`src/design/core_pkg.sv`:
```
/*
 * Shared widths and encodings for the RV32I integer subset (OP and OP-IMM only).
 * No loads, stores, branches or CSRs are decoded.
 */
package core_pkg;

    // ------------------------------
    // Widths
    // ------------------------------
    localparam int unsigned XLEN       = 32;
    localparam int unsigned REG_ADDR_W = 5;
    localparam int unsigned NUM_REGS   = 32;

    // ------------------------------
    // Major opcodes
    // ------------------------------
    localparam logic [6:0] OPCODE_OP     = 7'b0110011;
    localparam logic [6:0] OPCODE_OP_IMM = 7'b0010011;

    // Function codes shared by both formats
    localparam logic [2:0] FUNCT3_ADD_SUB = 3'b000;
    localparam logic [2:0] FUNCT3_SLL     = 3'b001;
    localparam logic [2:0] FUNCT3_SLT     = 3'b010;
    localparam logic [2:0] FUNCT3_SLTU    = 3'b011;
    localparam logic [2:0] FUNCT3_XOR     = 3'b100;
    localparam logic [2:0] FUNCT3_SRL_SRA = 3'b101;
    localparam logic [2:0] FUNCT3_OR      = 3'b110;
    localparam logic [2:0] FUNCT3_AND     = 3'b111;

    // Upper function field, ALT picks sub and sra
    localparam logic [6:0] FUNCT7_BASE = 7'b0000000;
    localparam logic [6:0] FUNCT7_ALT  = 7'b0100000;

    // ------------------------------
    // ALU operations
    // ------------------------------
    localparam int unsigned ALU_OP_W = 4;

    localparam logic [ALU_OP_W-1:0] ALU_ADD  = 4'd0;
    localparam logic [ALU_OP_W-1:0] ALU_SUB  = 4'd1;
    localparam logic [ALU_OP_W-1:0] ALU_SLL  = 4'd2;
    localparam logic [ALU_OP_W-1:0] ALU_SLT  = 4'd3;
    localparam logic [ALU_OP_W-1:0] ALU_SLTU = 4'd4;
    localparam logic [ALU_OP_W-1:0] ALU_XOR  = 4'd5;
    localparam logic [ALU_OP_W-1:0] ALU_SRL  = 4'd6;
    localparam logic [ALU_OP_W-1:0] ALU_SRA  = 4'd7;
    localparam logic [ALU_OP_W-1:0] ALU_OR   = 4'd8;
    localparam logic [ALU_OP_W-1:0] ALU_AND  = 4'd9;

    // ------------------------------
    // Instruction word
    // ------------------------------
    // Same 32 bits, read as R-type or I-type depending on the opcode
    typedef union packed {
        struct packed {
            logic [6:0]            funct7;
            logic [REG_ADDR_W-1:0] rs2;
            logic [REG_ADDR_W-1:0] rs1;
            logic [2:0]            funct3;
            logic [REG_ADDR_W-1:0] rd;
            logic [6:0]            opcode;
        } r;
        struct packed {
            logic [11:0]           imm12;
            logic [REG_ADDR_W-1:0] rs1;
            logic [2:0]            funct3;
            logic [REG_ADDR_W-1:0] rd;
            logic [6:0]            opcode;
        } i;
    } instr_t;

endpackage
```
`src/design/core_top.sv`:
```
/*
 * Decode, execute and result stages in a row, one item each.
 * Results leave in issue order on a valid/ready stream.
 */
`timescale 1ns/1ps

module core_top import core_pkg::*; (
    input  logic                  clk_i,
    input  logic                  rst_ni,
    input  logic                  instr_valid_i,
    input  instr_t                instr_i,
    output logic                  instr_ready_o,
    output logic                  res_valid_o,
    input  logic                  res_ready_i,
    output logic [REG_ADDR_W-1:0] res_rd_o,
    output logic [XLEN-1:0]       res_data_o,
    output logic                  res_illegal_o
);

    // Decode to execute
    logic                  dec_valid;
    logic                  dec_ready;
    logic [ALU_OP_W-1:0]   dec_alu_op;
    logic [REG_ADDR_W-1:0] dec_rs1;
    logic [REG_ADDR_W-1:0] dec_rs2;
    logic                  dec_use_imm;
    logic [XLEN-1:0]       dec_imm;
    logic [REG_ADDR_W-1:0] dec_rd;
    logic                  dec_illegal;

    // Execute to result
    logic                  exe_valid;
    logic                  exe_ready;
    logic [REG_ADDR_W-1:0] exe_rd;
    logic [XLEN-1:0]       exe_data;
    logic                  exe_illegal;

    // Register file read ports
    logic [REG_ADDR_W-1:0] rf_raddr_a;
    logic [REG_ADDR_W-1:0] rf_raddr_b;
    logic [XLEN-1:0]       rf_rdata_a;
    logic [XLEN-1:0]       rf_rdata_b;

    // ------------------------------
    // Stages
    // ------------------------------
    decode_stage u_decode (
        .clk_i         ( clk_i         ),
        .rst_ni        ( rst_ni        ),
        .instr_valid_i ( instr_valid_i ),
        .instr_i       ( instr_i       ),
        .instr_ready_o ( instr_ready_o ),
        .dec_valid_o   ( dec_valid     ),
        .dec_ready_i   ( dec_ready     ),
        .dec_alu_op_o  ( dec_alu_op    ),
        .dec_rs1_o     ( dec_rs1       ),
        .dec_rs2_o     ( dec_rs2       ),
        .dec_use_imm_o ( dec_use_imm   ),
        .dec_imm_o     ( dec_imm       ),
        .dec_rd_o      ( dec_rd        ),
        .dec_illegal_o ( dec_illegal   )
    );

    execute_stage u_execute (
        .clk_i         ( clk_i       ),
        .rst_ni        ( rst_ni      ),
        .dec_valid_i   ( dec_valid   ),
        .dec_ready_o   ( dec_ready   ),
        .dec_alu_op_i  ( dec_alu_op  ),
        .dec_rs1_i     ( dec_rs1     ),
        .dec_rs2_i     ( dec_rs2     ),
        .dec_use_imm_i ( dec_use_imm ),
        .dec_imm_i     ( dec_imm     ),
        .dec_rd_i      ( dec_rd      ),
        .dec_illegal_i ( dec_illegal ),
        .rf_raddr_a_o  ( rf_raddr_a  ),
        .rf_raddr_b_o  ( rf_raddr_b  ),
        .rf_rdata_a_i  ( rf_rdata_a  ),
        .rf_rdata_b_i  ( rf_rdata_b  ),
        .exe_valid_o   ( exe_valid   ),
        .exe_ready_i   ( exe_ready   ),
        .exe_rd_o      ( exe_rd      ),
        .exe_data_o    ( exe_data    ),
        .exe_illegal_o ( exe_illegal )
    );

    result_stage u_result (
        .clk_i         ( clk_i         ),
        .rst_ni        ( rst_ni        ),
        .exe_valid_i   ( exe_valid     ),
        .exe_ready_o   ( exe_ready     ),
        .exe_rd_i      ( exe_rd        ),
        .exe_data_i    ( exe_data      ),
        .exe_illegal_i ( exe_illegal   ),
        .rf_raddr_a_i  ( rf_raddr_a    ),
        .rf_raddr_b_i  ( rf_raddr_b    ),
        .rf_rdata_a_o  ( rf_rdata_a    ),
        .rf_rdata_b_o  ( rf_rdata_b    ),
        .res_valid_o   ( res_valid_o   ),
        .res_ready_i   ( res_ready_i   ),
        .res_rd_o      ( res_rd_o      ),
        .res_data_o    ( res_data_o    ),
        .res_illegal_o ( res_illegal_o )
    );

endmodule

```
`src/design/result_stage.sv`:
```
/*
 * Owns the 32-entry register file, x0 is never written and reads zero.
 * Write-back happens as an item enters this stage, not when it leaves.
 */
`timescale 1ns/1ps

module result_stage import core_pkg::*; (
    input  logic                  clk_i,
    input  logic                  rst_ni,
    input  logic                  exe_valid_i,
    output logic                  exe_ready_o,
    input  logic [REG_ADDR_W-1:0] exe_rd_i,
    input  logic [XLEN-1:0]       exe_data_i,
    input  logic                  exe_illegal_i,
    input  logic [REG_ADDR_W-1:0] rf_raddr_a_i,
    input  logic [REG_ADDR_W-1:0] rf_raddr_b_i,
    output logic [XLEN-1:0]       rf_rdata_a_o,
    output logic [XLEN-1:0]       rf_rdata_b_o,
    output logic                  res_valid_o,
    input  logic                  res_ready_i,
    output logic [REG_ADDR_W-1:0] res_rd_o,
    output logic [XLEN-1:0]       res_data_o,
    output logic                  res_illegal_o
);

    logic [XLEN-1:0] regs [NUM_REGS];
    logic            accept;
    logic            rf_we;

    assign exe_ready_o = ~res_valid_o | res_ready_i;
    assign accept      = exe_valid_i && exe_ready_o;
    assign rf_we       = accept && !exe_illegal_i && (exe_rd_i != '0);

    // ------------------------------
    // Register file
    // ------------------------------
    always_ff @(posedge clk_i or negedge rst_ni) begin
        if (!rst_ni) begin
            for (int k = 0; k < NUM_REGS; k++) begin
                regs[k] <= '0;
            end
        end else if (rf_we) begin
            regs[exe_rd_i] <= exe_data_i;
        end
    end

    // Asynchronous reads for the execute stage
    assign rf_rdata_a_o = regs[rf_raddr_a_i];
    assign rf_rdata_b_o = regs[rf_raddr_b_i];

    // ------------------------------
    // Output register
    // ------------------------------
    always_ff @(posedge clk_i or negedge rst_ni) begin
        if (!rst_ni) begin
            res_valid_o <= 1'b0;
        end else if (exe_ready_o) begin
            res_valid_o <= exe_valid_i;
        end
    end

    always_ff @(posedge clk_i) begin
        if (accept) begin
            res_rd_o      <= exe_rd_i;
            res_data_o    <= exe_data_i;
            res_illegal_o <= exe_illegal_i;
        end
    end

endmodule

```
`src/design/execute_stage.sv`:
```
/*
 * Reads operands from the register file and bypasses its own held result.
 * Illegal items pass through with data zero.
 */
`timescale 1ns/1ps

module execute_stage import core_pkg::*; (
    input  logic                  clk_i,
    input  logic                  rst_ni,
    input  logic                  dec_valid_i,
    output logic                  dec_ready_o,
    input  logic [ALU_OP_W-1:0]   dec_alu_op_i,
    input  logic [REG_ADDR_W-1:0] dec_rs1_i,
    input  logic [REG_ADDR_W-1:0] dec_rs2_i,
    input  logic                  dec_use_imm_i,
    input  logic [XLEN-1:0]       dec_imm_i,
    input  logic [REG_ADDR_W-1:0] dec_rd_i,
    input  logic                  dec_illegal_i,
    output logic [REG_ADDR_W-1:0] rf_raddr_a_o,
    output logic [REG_ADDR_W-1:0] rf_raddr_b_o,
    input  logic [XLEN-1:0]       rf_rdata_a_i,
    input  logic [XLEN-1:0]       rf_rdata_b_i,
    output logic                  exe_valid_o,
    input  logic                  exe_ready_i,
    output logic [REG_ADDR_W-1:0] exe_rd_o,
    output logic [XLEN-1:0]       exe_data_o,
    output logic                  exe_illegal_o
);

    logic            valid_q;
    logic            fwd_ok;
    logic [XLEN-1:0] rs1_val;
    logic [XLEN-1:0] rs2_val;
    logic [XLEN-1:0] op_a;
    logic [XLEN-1:0] op_b;
    logic [4:0]      shamt;
    logic [XLEN-1:0] alu_res;

    assign rf_raddr_a_o = dec_rs1_i;
    assign rf_raddr_b_o = dec_rs2_i;

    // ------------------------------
    // Operands and bypass
    // ------------------------------
    // Held result is not in the register file yet
    assign fwd_ok  = valid_q && !exe_illegal_o && (exe_rd_o != '0);
    assign rs1_val = (fwd_ok && exe_rd_o == dec_rs1_i) ? exe_data_o : rf_rdata_a_i;
    assign rs2_val = (fwd_ok && exe_rd_o == dec_rs2_i) ? exe_data_o : rf_rdata_b_i;

    assign op_a  = rs1_val;
    assign op_b  = dec_use_imm_i ? dec_imm_i : rs2_val;
    assign shamt = op_b[4:0];

    // ------------------------------
    // ALU
    // ------------------------------
    always_comb begin
        case (dec_alu_op_i)
            ALU_ADD:  alu_res = op_a + op_b;
            ALU_SUB:  alu_res = op_a - op_b;
            ALU_SLL:  alu_res = op_a << shamt;
            ALU_SLT:  alu_res = {{(XLEN-1){1'b0}}, $signed(op_a) < $signed(op_b)};
            ALU_SLTU: alu_res = {{(XLEN-1){1'b0}}, op_a < op_b};
            ALU_XOR:  alu_res = op_a ^ op_b;
            ALU_SRL:  alu_res = op_a >> shamt;
            ALU_SRA:  alu_res = $signed(op_a) >>> shamt;
            ALU_OR:   alu_res = op_a | op_b;
            ALU_AND:  alu_res = op_a & op_b;
            default:  alu_res = '0;
        endcase
    end

    // ------------------------------
    // Stage register
    // ------------------------------
    assign dec_ready_o = ~valid_q | exe_ready_i;
    assign exe_valid_o = valid_q;

    always_ff @(posedge clk_i or negedge rst_ni) begin
        if (!rst_ni) begin
            valid_q <= 1'b0;
        end else if (dec_ready_o) begin
            valid_q <= dec_valid_i;
        end
    end

    always_ff @(posedge clk_i) begin
        if (dec_valid_i && dec_ready_o) begin
            exe_rd_o      <= dec_rd_i;
            exe_data_o    <= dec_illegal_i ? '0 : alu_res;
            exe_illegal_o <= dec_illegal_i;
        end
    end

endmodule

```
`src/design/decode_stage.sv`:
```
/*
 * Decodes OP and OP-IMM words, anything else is flagged illegal with rd = x0.
 * One-entry stage, ready is combinational from the downstream ready.
 */
`timescale 1ns/1ps

module decode_stage import core_pkg::*; (
    input  logic                  clk_i,
    input  logic                  rst_ni,
    input  logic                  instr_valid_i,
    input  instr_t                instr_i,
    output logic                  instr_ready_o,
    output logic                  dec_valid_o,
    input  logic                  dec_ready_i,
    output logic [ALU_OP_W-1:0]   dec_alu_op_o,
    output logic [REG_ADDR_W-1:0] dec_rs1_o,
    output logic [REG_ADDR_W-1:0] dec_rs2_o,
    output logic                  dec_use_imm_o,
    output logic [XLEN-1:0]       dec_imm_o,
    output logic [REG_ADDR_W-1:0] dec_rd_o,
    output logic                  dec_illegal_o
);

    logic [ALU_OP_W-1:0]   alu_op;
    logic [REG_ADDR_W-1:0] rs2;
    logic [REG_ADDR_W-1:0] rd;
    logic                  use_imm;
    logic [XLEN-1:0]       imm;
    logic                  illegal;
    logic                  alt;
    logic                  valid_q;

    assign alt = (instr_i.r.funct7 == FUNCT7_ALT);

    // ------------------------------
    // Field decode
    // ------------------------------
    always_comb begin
        alu_op  = ALU_ADD;
        rs2     = '0;
        rd      = instr_i.r.rd;
        use_imm = 1'b0;
        imm     = {{(XLEN-12){instr_i.i.imm12[11]}}, instr_i.i.imm12};
        illegal = 1'b0;

        case (instr_i.r.opcode)
            OPCODE_OP: begin
                rs2 = instr_i.r.rs2;
                case (instr_i.r.funct3)
                    FUNCT3_ADD_SUB: alu_op = alt ? ALU_SUB : ALU_ADD;
                    FUNCT3_SLL:     alu_op = ALU_SLL;
                    FUNCT3_SLT:     alu_op = ALU_SLT;
                    FUNCT3_SLTU:    alu_op = ALU_SLTU;
                    FUNCT3_XOR:     alu_op = ALU_XOR;
                    FUNCT3_SRL_SRA: alu_op = alt ? ALU_SRA : ALU_SRL;
                    FUNCT3_OR:      alu_op = ALU_OR;
                    default:        alu_op = ALU_AND;
                endcase
                // ALT is only meaningful for sub and sra
                if (instr_i.r.funct7 != FUNCT7_BASE &&
                    !(alt && (instr_i.r.funct3 == FUNCT3_ADD_SUB ||
                              instr_i.r.funct3 == FUNCT3_SRL_SRA))) begin
                    illegal = 1'b1;
                end
            end
            OPCODE_OP_IMM: begin
                use_imm = 1'b1;
                case (instr_i.i.funct3)
                    FUNCT3_ADD_SUB: alu_op = ALU_ADD;
                    FUNCT3_SLT:     alu_op = ALU_SLT;
                    FUNCT3_SLTU:    alu_op = ALU_SLTU;
                    FUNCT3_XOR:     alu_op = ALU_XOR;
                    FUNCT3_OR:      alu_op = ALU_OR;
                    FUNCT3_AND:     alu_op = ALU_AND;
                    FUNCT3_SLL: begin
                        alu_op  = ALU_SLL;
                        imm     = {{(XLEN-5){1'b0}}, instr_i.i.imm12[4:0]};
                        illegal = (instr_i.r.funct7 != FUNCT7_BASE);
                    end
                    default: begin
                        // srli / srai, upper bits hold the shift form
                        alu_op  = alt ? ALU_SRA : ALU_SRL;
                        imm     = {{(XLEN-5){1'b0}}, instr_i.i.imm12[4:0]};
                        illegal = !alt && (instr_i.r.funct7 != FUNCT7_BASE);
                    end
                endcase
            end
            default: illegal = 1'b1;
        endcase

        if (illegal) begin
            rd = '0;
        end
    end

    // ------------------------------
    // Stage register
    // ------------------------------
    assign instr_ready_o = ~valid_q | dec_ready_i;
    assign dec_valid_o   = valid_q;

    always_ff @(posedge clk_i or negedge rst_ni) begin
        if (!rst_ni) begin
            valid_q <= 1'b0;
        end else if (instr_ready_o) begin
            valid_q <= instr_valid_i;
        end
    end

    always_ff @(posedge clk_i) begin
        if (instr_valid_i && instr_ready_o) begin
            dec_alu_op_o  <= alu_op;
            dec_rs1_o     <= instr_i.r.rs1;
            dec_rs2_o     <= rs2;
            dec_use_imm_o <= use_imm;
            dec_imm_o     <= imm;
            dec_rd_o      <= rd;
            dec_illegal_o <= illegal;
        end
    end

endmodule

```
`config.mk`:
```
export PLATFORM = sky130hd
export DESIGN_NAME = core_top
export DESIGN_NICKNAME = d
export VERILOG_FILES = /design/src/design/core_pkg.sv /design/src/design/core_top.sv /design/src/design/result_stage.sv /design/src/design/execute_stage.sv /design/src/design/decode_stage.sv
export SDC_FILE = /design/constraint.sdc
export NUM_CORES = 2
export LEC_CHECK = 0
export ABC_CLOCK_PERIOD_IN_PS = 14600
export BUFFER_PORTS_ARGS = -buffer_cell sky130_fd_sc_hd__buf_2
export CORE_MARGIN = 2
export CORE_UTILIZATION = 40
export DETAILED_ROUTE_END_ITERATION = 16
export SYNTH_ARGS = -nofsm -noshare
export SYNTH_HDL_FRONTEND = slang
export SYNTH_SLANG_ARGS = --single-unit
```
`constraint.sdc`:
```
create_clock -name clk_i -period 14.6 [get_ports clk_i]
set_input_delay 2.92 -clock clk_i [delete_from_list [all_inputs] [get_ports clk_i]]
set_output_delay 2.92 -clock clk_i [all_outputs]
set_load 0.1 [all_outputs]
```
==> flow_metrics.env <==
export IMPL_period_share=0.540
export IMPL_synth_area_leader_cell="dfrtp_1"
export IMPL_critPathCaptureType="flip-flop"
export IMPL_status="complete, no violations"
export IMPL_hp_class="flip-flop to flip-flop"
export IMPL_cts_resized=0
export IMPL_drt_iter0_markers=5512
export IMPL_switching_power_mw=2.20
export IMPL_placed_area_sq_um=69700
export IMPL_irDropWorstVdd_mv=0.0973
export IMPL_area_growth_syn_to_layout_pct=9.78
export IMPL_cp_arrival_ns=8.34
export IMPL_cts_buffers=117
export IMPL_clk_pin_slew_ns=0.06
export IMPL_hpwlAfterDp_um=144000
export IMPL_design_core_area_sq_um=167000
export IMPL_cts_root_buf="clkbuf_16"
export IMPL_via_per_inst=6.57
export IMPL_whs_ns=0.395
export IMPL_clock_latency_ns=0.76
export IMPL_p_int_mw=5.51
export IMPL_cp_max_fo=30
export IMPL_syn_nets=5257
export IMPL_vias=47700
export IMPL_crit_type="flip-flop to flip-flop"
export IMPL_start_util=0.402
export IMPL_cts_max_level=3
export IMPL_post_route_cell_area_sq_um=73700
export IMPL_die_area_sq_um=171000
export IMPL_final_util=0.442
export IMPL_slowest_stage="a2111oi_0"
export IMPL_cts_sinks=1136
export IMPL_cellPowerDensity_nw_per_um2=105
export IMPL_total_power_mw=7.71
export IMPL_fillCellCount=15000
export IMPL_synth_cell_types=95
export IMPL_rows=150
export IMPL_wl_per_cell_um=32.9
export IMPL_synthCells=5118
export IMPL_rsz0062_at_grt="no"
export IMPL_grt_pass1_vias=47500
export IMPL_swShare=0.285
export IMPL_ys_warnings_count=0
export IMPL_fmax_ghz=0.127
export IMPL_max_slew_margin_rel=0.144
export IMPL_setup_tns_ns=0
export IMPL_io_buffers=75
export IMPL_fin_skew_ns=0.0410
export IMPL_postCtsSetupBuffers=0
export IMPL_synth_async_reset_ratio=0.904
export IMPL_synth_edff_count=109
export IMPL_max_cap_violations=0
export IMPL_final_antenna_net_count=0
export IMPL_synth_area_leaders="dfrtp_1 (38%), mux4_2 (17%), mux2_2 (17%)"
export IMPL_max_stage_delay_ns=0.86
export IMPL_pwr_share_comb=0.147
export IMPL_hold_viol_final=0
export IMPL_track_usage=0.278
export IMPL_antenna_found_initial=8
export IMPL_drc=0
export IMPL_clockBufferDepth=3
export IMPL_dr_pass1_iters=8
export IMPL_synth_flop_cell="dfrtp_1"
export IMPL_finalNetCount=5092
export IMPL_die_h_um=414
export IMPL_routed_wl_um=239000
export IMPL_cts_hold_buf=0
export IMPL_startpoint_type="flip-flop"
export IMPL_syn_area_sq_um=67100
export IMPL_gp_congestion=1.04
export IMPL_worstPathRequired_ns=15.06
export IMPL_dieWidth_um=414
export IMPL_drive_gt1_frac=0.408
export IMPL_p_leak_nw=33.0
export IMPL_grt_max_degree=166
export IMPL_ys_ff_latch=1136
export IMPL_worstMarginPinSlew_ns=1.27
export IMPL_slew_viol_final=0
export IMPL_grt_pass1_wl_um=346000
export IMPL_syn_avg_cell_area_sq_um=13.1
export IMPL_ys_seq_area_frac=0.432
export IMPL_overflow=0
export IMPL_path_cells="buf_4 > buf_4 > mux4_2 > a22oi_1 > nand4_1 > mux2i_1 > inv_1 > ha_1 > a21o_1 > a21oi_1 > o21ai_0 > a221o_1 > a2111oi_0 > nand2_1 > a41oi_1 > o21ai_0 > xor2_1 > a22oi_1 > a41oi_1"
export IMPL_p_clk_frac=0.411
export IMPL_tritoncts="done"
export IMPL_setup_viol=0
export IMPL_io_pins=76
export IMPL_fin_crit_ns=7.88
export IMPL_seqPwrFrac=0.442
export IMPL_yosysTopAreaCellShare=0.383
sequential cells by signal (all words and copies together) (netlist names), 4 cells and up:
signal,flops
u_execute.exe_rd_o,5
u_decode.dec_imm_o,12
u_decode.dec_rs1_o,5
u_decode.dec_alu_op_o,4
u_result.res_data_o,32
u_decode.dec_rs2_o,5
u_execute.exe_data_o,32
u_decode.dec_rd_o,5
u_result.res_rd_o,5
u_result.regs,1024
power groups by stage:
stage | combinational [mW] | clock (mW) | sequential, mW
3_5_place_dp | 1.11 | 0 | 3.47
6_report | 1.13 | 3.17 | 3.41
3_3_place_gp | 1.11 | 0 | 3.46
4_1_cts | 1.12 | 3.21 | 3.41
5_1_grt | 1.20 | 3.34 | 3.42
2_1_floorplan | 0.671 | 0 | 3.50
layout make-up:
class,instances,area (sq um),area share
timing repair buffer,237,1690,0.0229
clock buffer,169,3440,0.0467
sequential,1136,29000,0.393
inverter,110,415,0.00564
antenna,3,7.51,0.000102
clock inverter,51,588,0.00798
multi-input combinational,3351,35800,0.486
tap,2204,2760,0.0374
stage by stage:
| stage | setup slack (ns) | cells |
|---|---|---|
| 2_1_floorplan | 7.75 | 5118 |
| 3_3_place_gp | 6.86 | 7038 |
| 3_5_place_dp | 6.82 | 7038 |
| 4_1_cts | 6.76 | 7258 |
| 5_1_grt | 6.23 | 7259 |
| 6_report | 6.72 | 7261 |
logic make-up (layout without fill, tap and decap cells):
family,after synthesis,count (layout),share of synthesized area
multiplexers,1754,1754,0.378
flip-flops,1136,1136,0.432
AO/OA/AOI/OAI,768,768,0.0777
AND/OR/NAND/NOR,707,707,0.0513
buffers and inverters,631,567,0.0398
adder cells (fa/ha/maj),103,103,0.0194
XOR/XNOR,19,19,0.00248
other,0,3,0
worst max-delay path: cells and delay by family, from the launching register on:
kind | cells | cell delay, ns
muxes | 2 | 1.26
buffers and inverters | 3 | 1.38
AOI/OAI and AO/OA | 10 | 3.04
adders and majority gates | 1 | 0.43
DFF | 1 | 0.82
and+or+nand+nor | 2 | 0.40
xor gates and xnor gates | 1 | 0.18
path summary, 6_finish.rpt:
kind                                       startpoint                       end  slack, ns  depth (start not counted)
worst max-delay path            u_decode.dec_rs1_o[0]  u_execute.exe_data_o[31]       6.72                         19
worst min-delay path              u_result.regs[1022]       u_result.regs[1022]       0.40                          0
max in group asynchronous                      rst_ni        u_result.regs[139]       9.31                          4
worst min register to register    u_result.regs[1022]       u_result.regs[1022]       0.40                          0
worst max register to register  u_decode.dec_rs1_o[0]  u_execute.exe_data_o[31]       6.72                         19
min in group asynchronous                      rst_ni        u_result.regs[263]       2.29                          1
synth_stat cells, drive strengths merged, types with 42 or more instances:
| cell | number |
|---|---|
| nand2 | 153 |
| dfrtp | 1027 |
| o21ai | 80 |
| nor2 | 200 |
| a22oi | 157 |
| mux4 | 521 |
| clkbuf | 280 |
| buf | 241 |
| nor3 | 104 |
| nand3 | 60 |
| nand4 | 42 |
| inv | 110 |
| mux2 | 1016 |
| edfxtp | 109 |
| a21oi | 201 |
| ha | 101 |
| mux2i | 217 |
layer usage:
layer  vias to the layer above  track usage  routed length [um]
met5                         -            0                   8
met4                         2        0.124               11600
met3                       595       0.0580               20300
met2                      2353        0.432              110000
met1                     25400        0.377               96900
li1                      19300            -                   -
layout by cell type, fill, tap and decap left out, types with 122 or more instances in the layout:
master,count
dfrtp_1,1027
mux2_2,1015
mux4_2,520
mux2i_1,215
a21oi_1,197
nor2_1,178
a22oi_1,157
buf_4,155
nand2_1,139
clkbuf_16,122
Power figures use the tool's default switching activity.
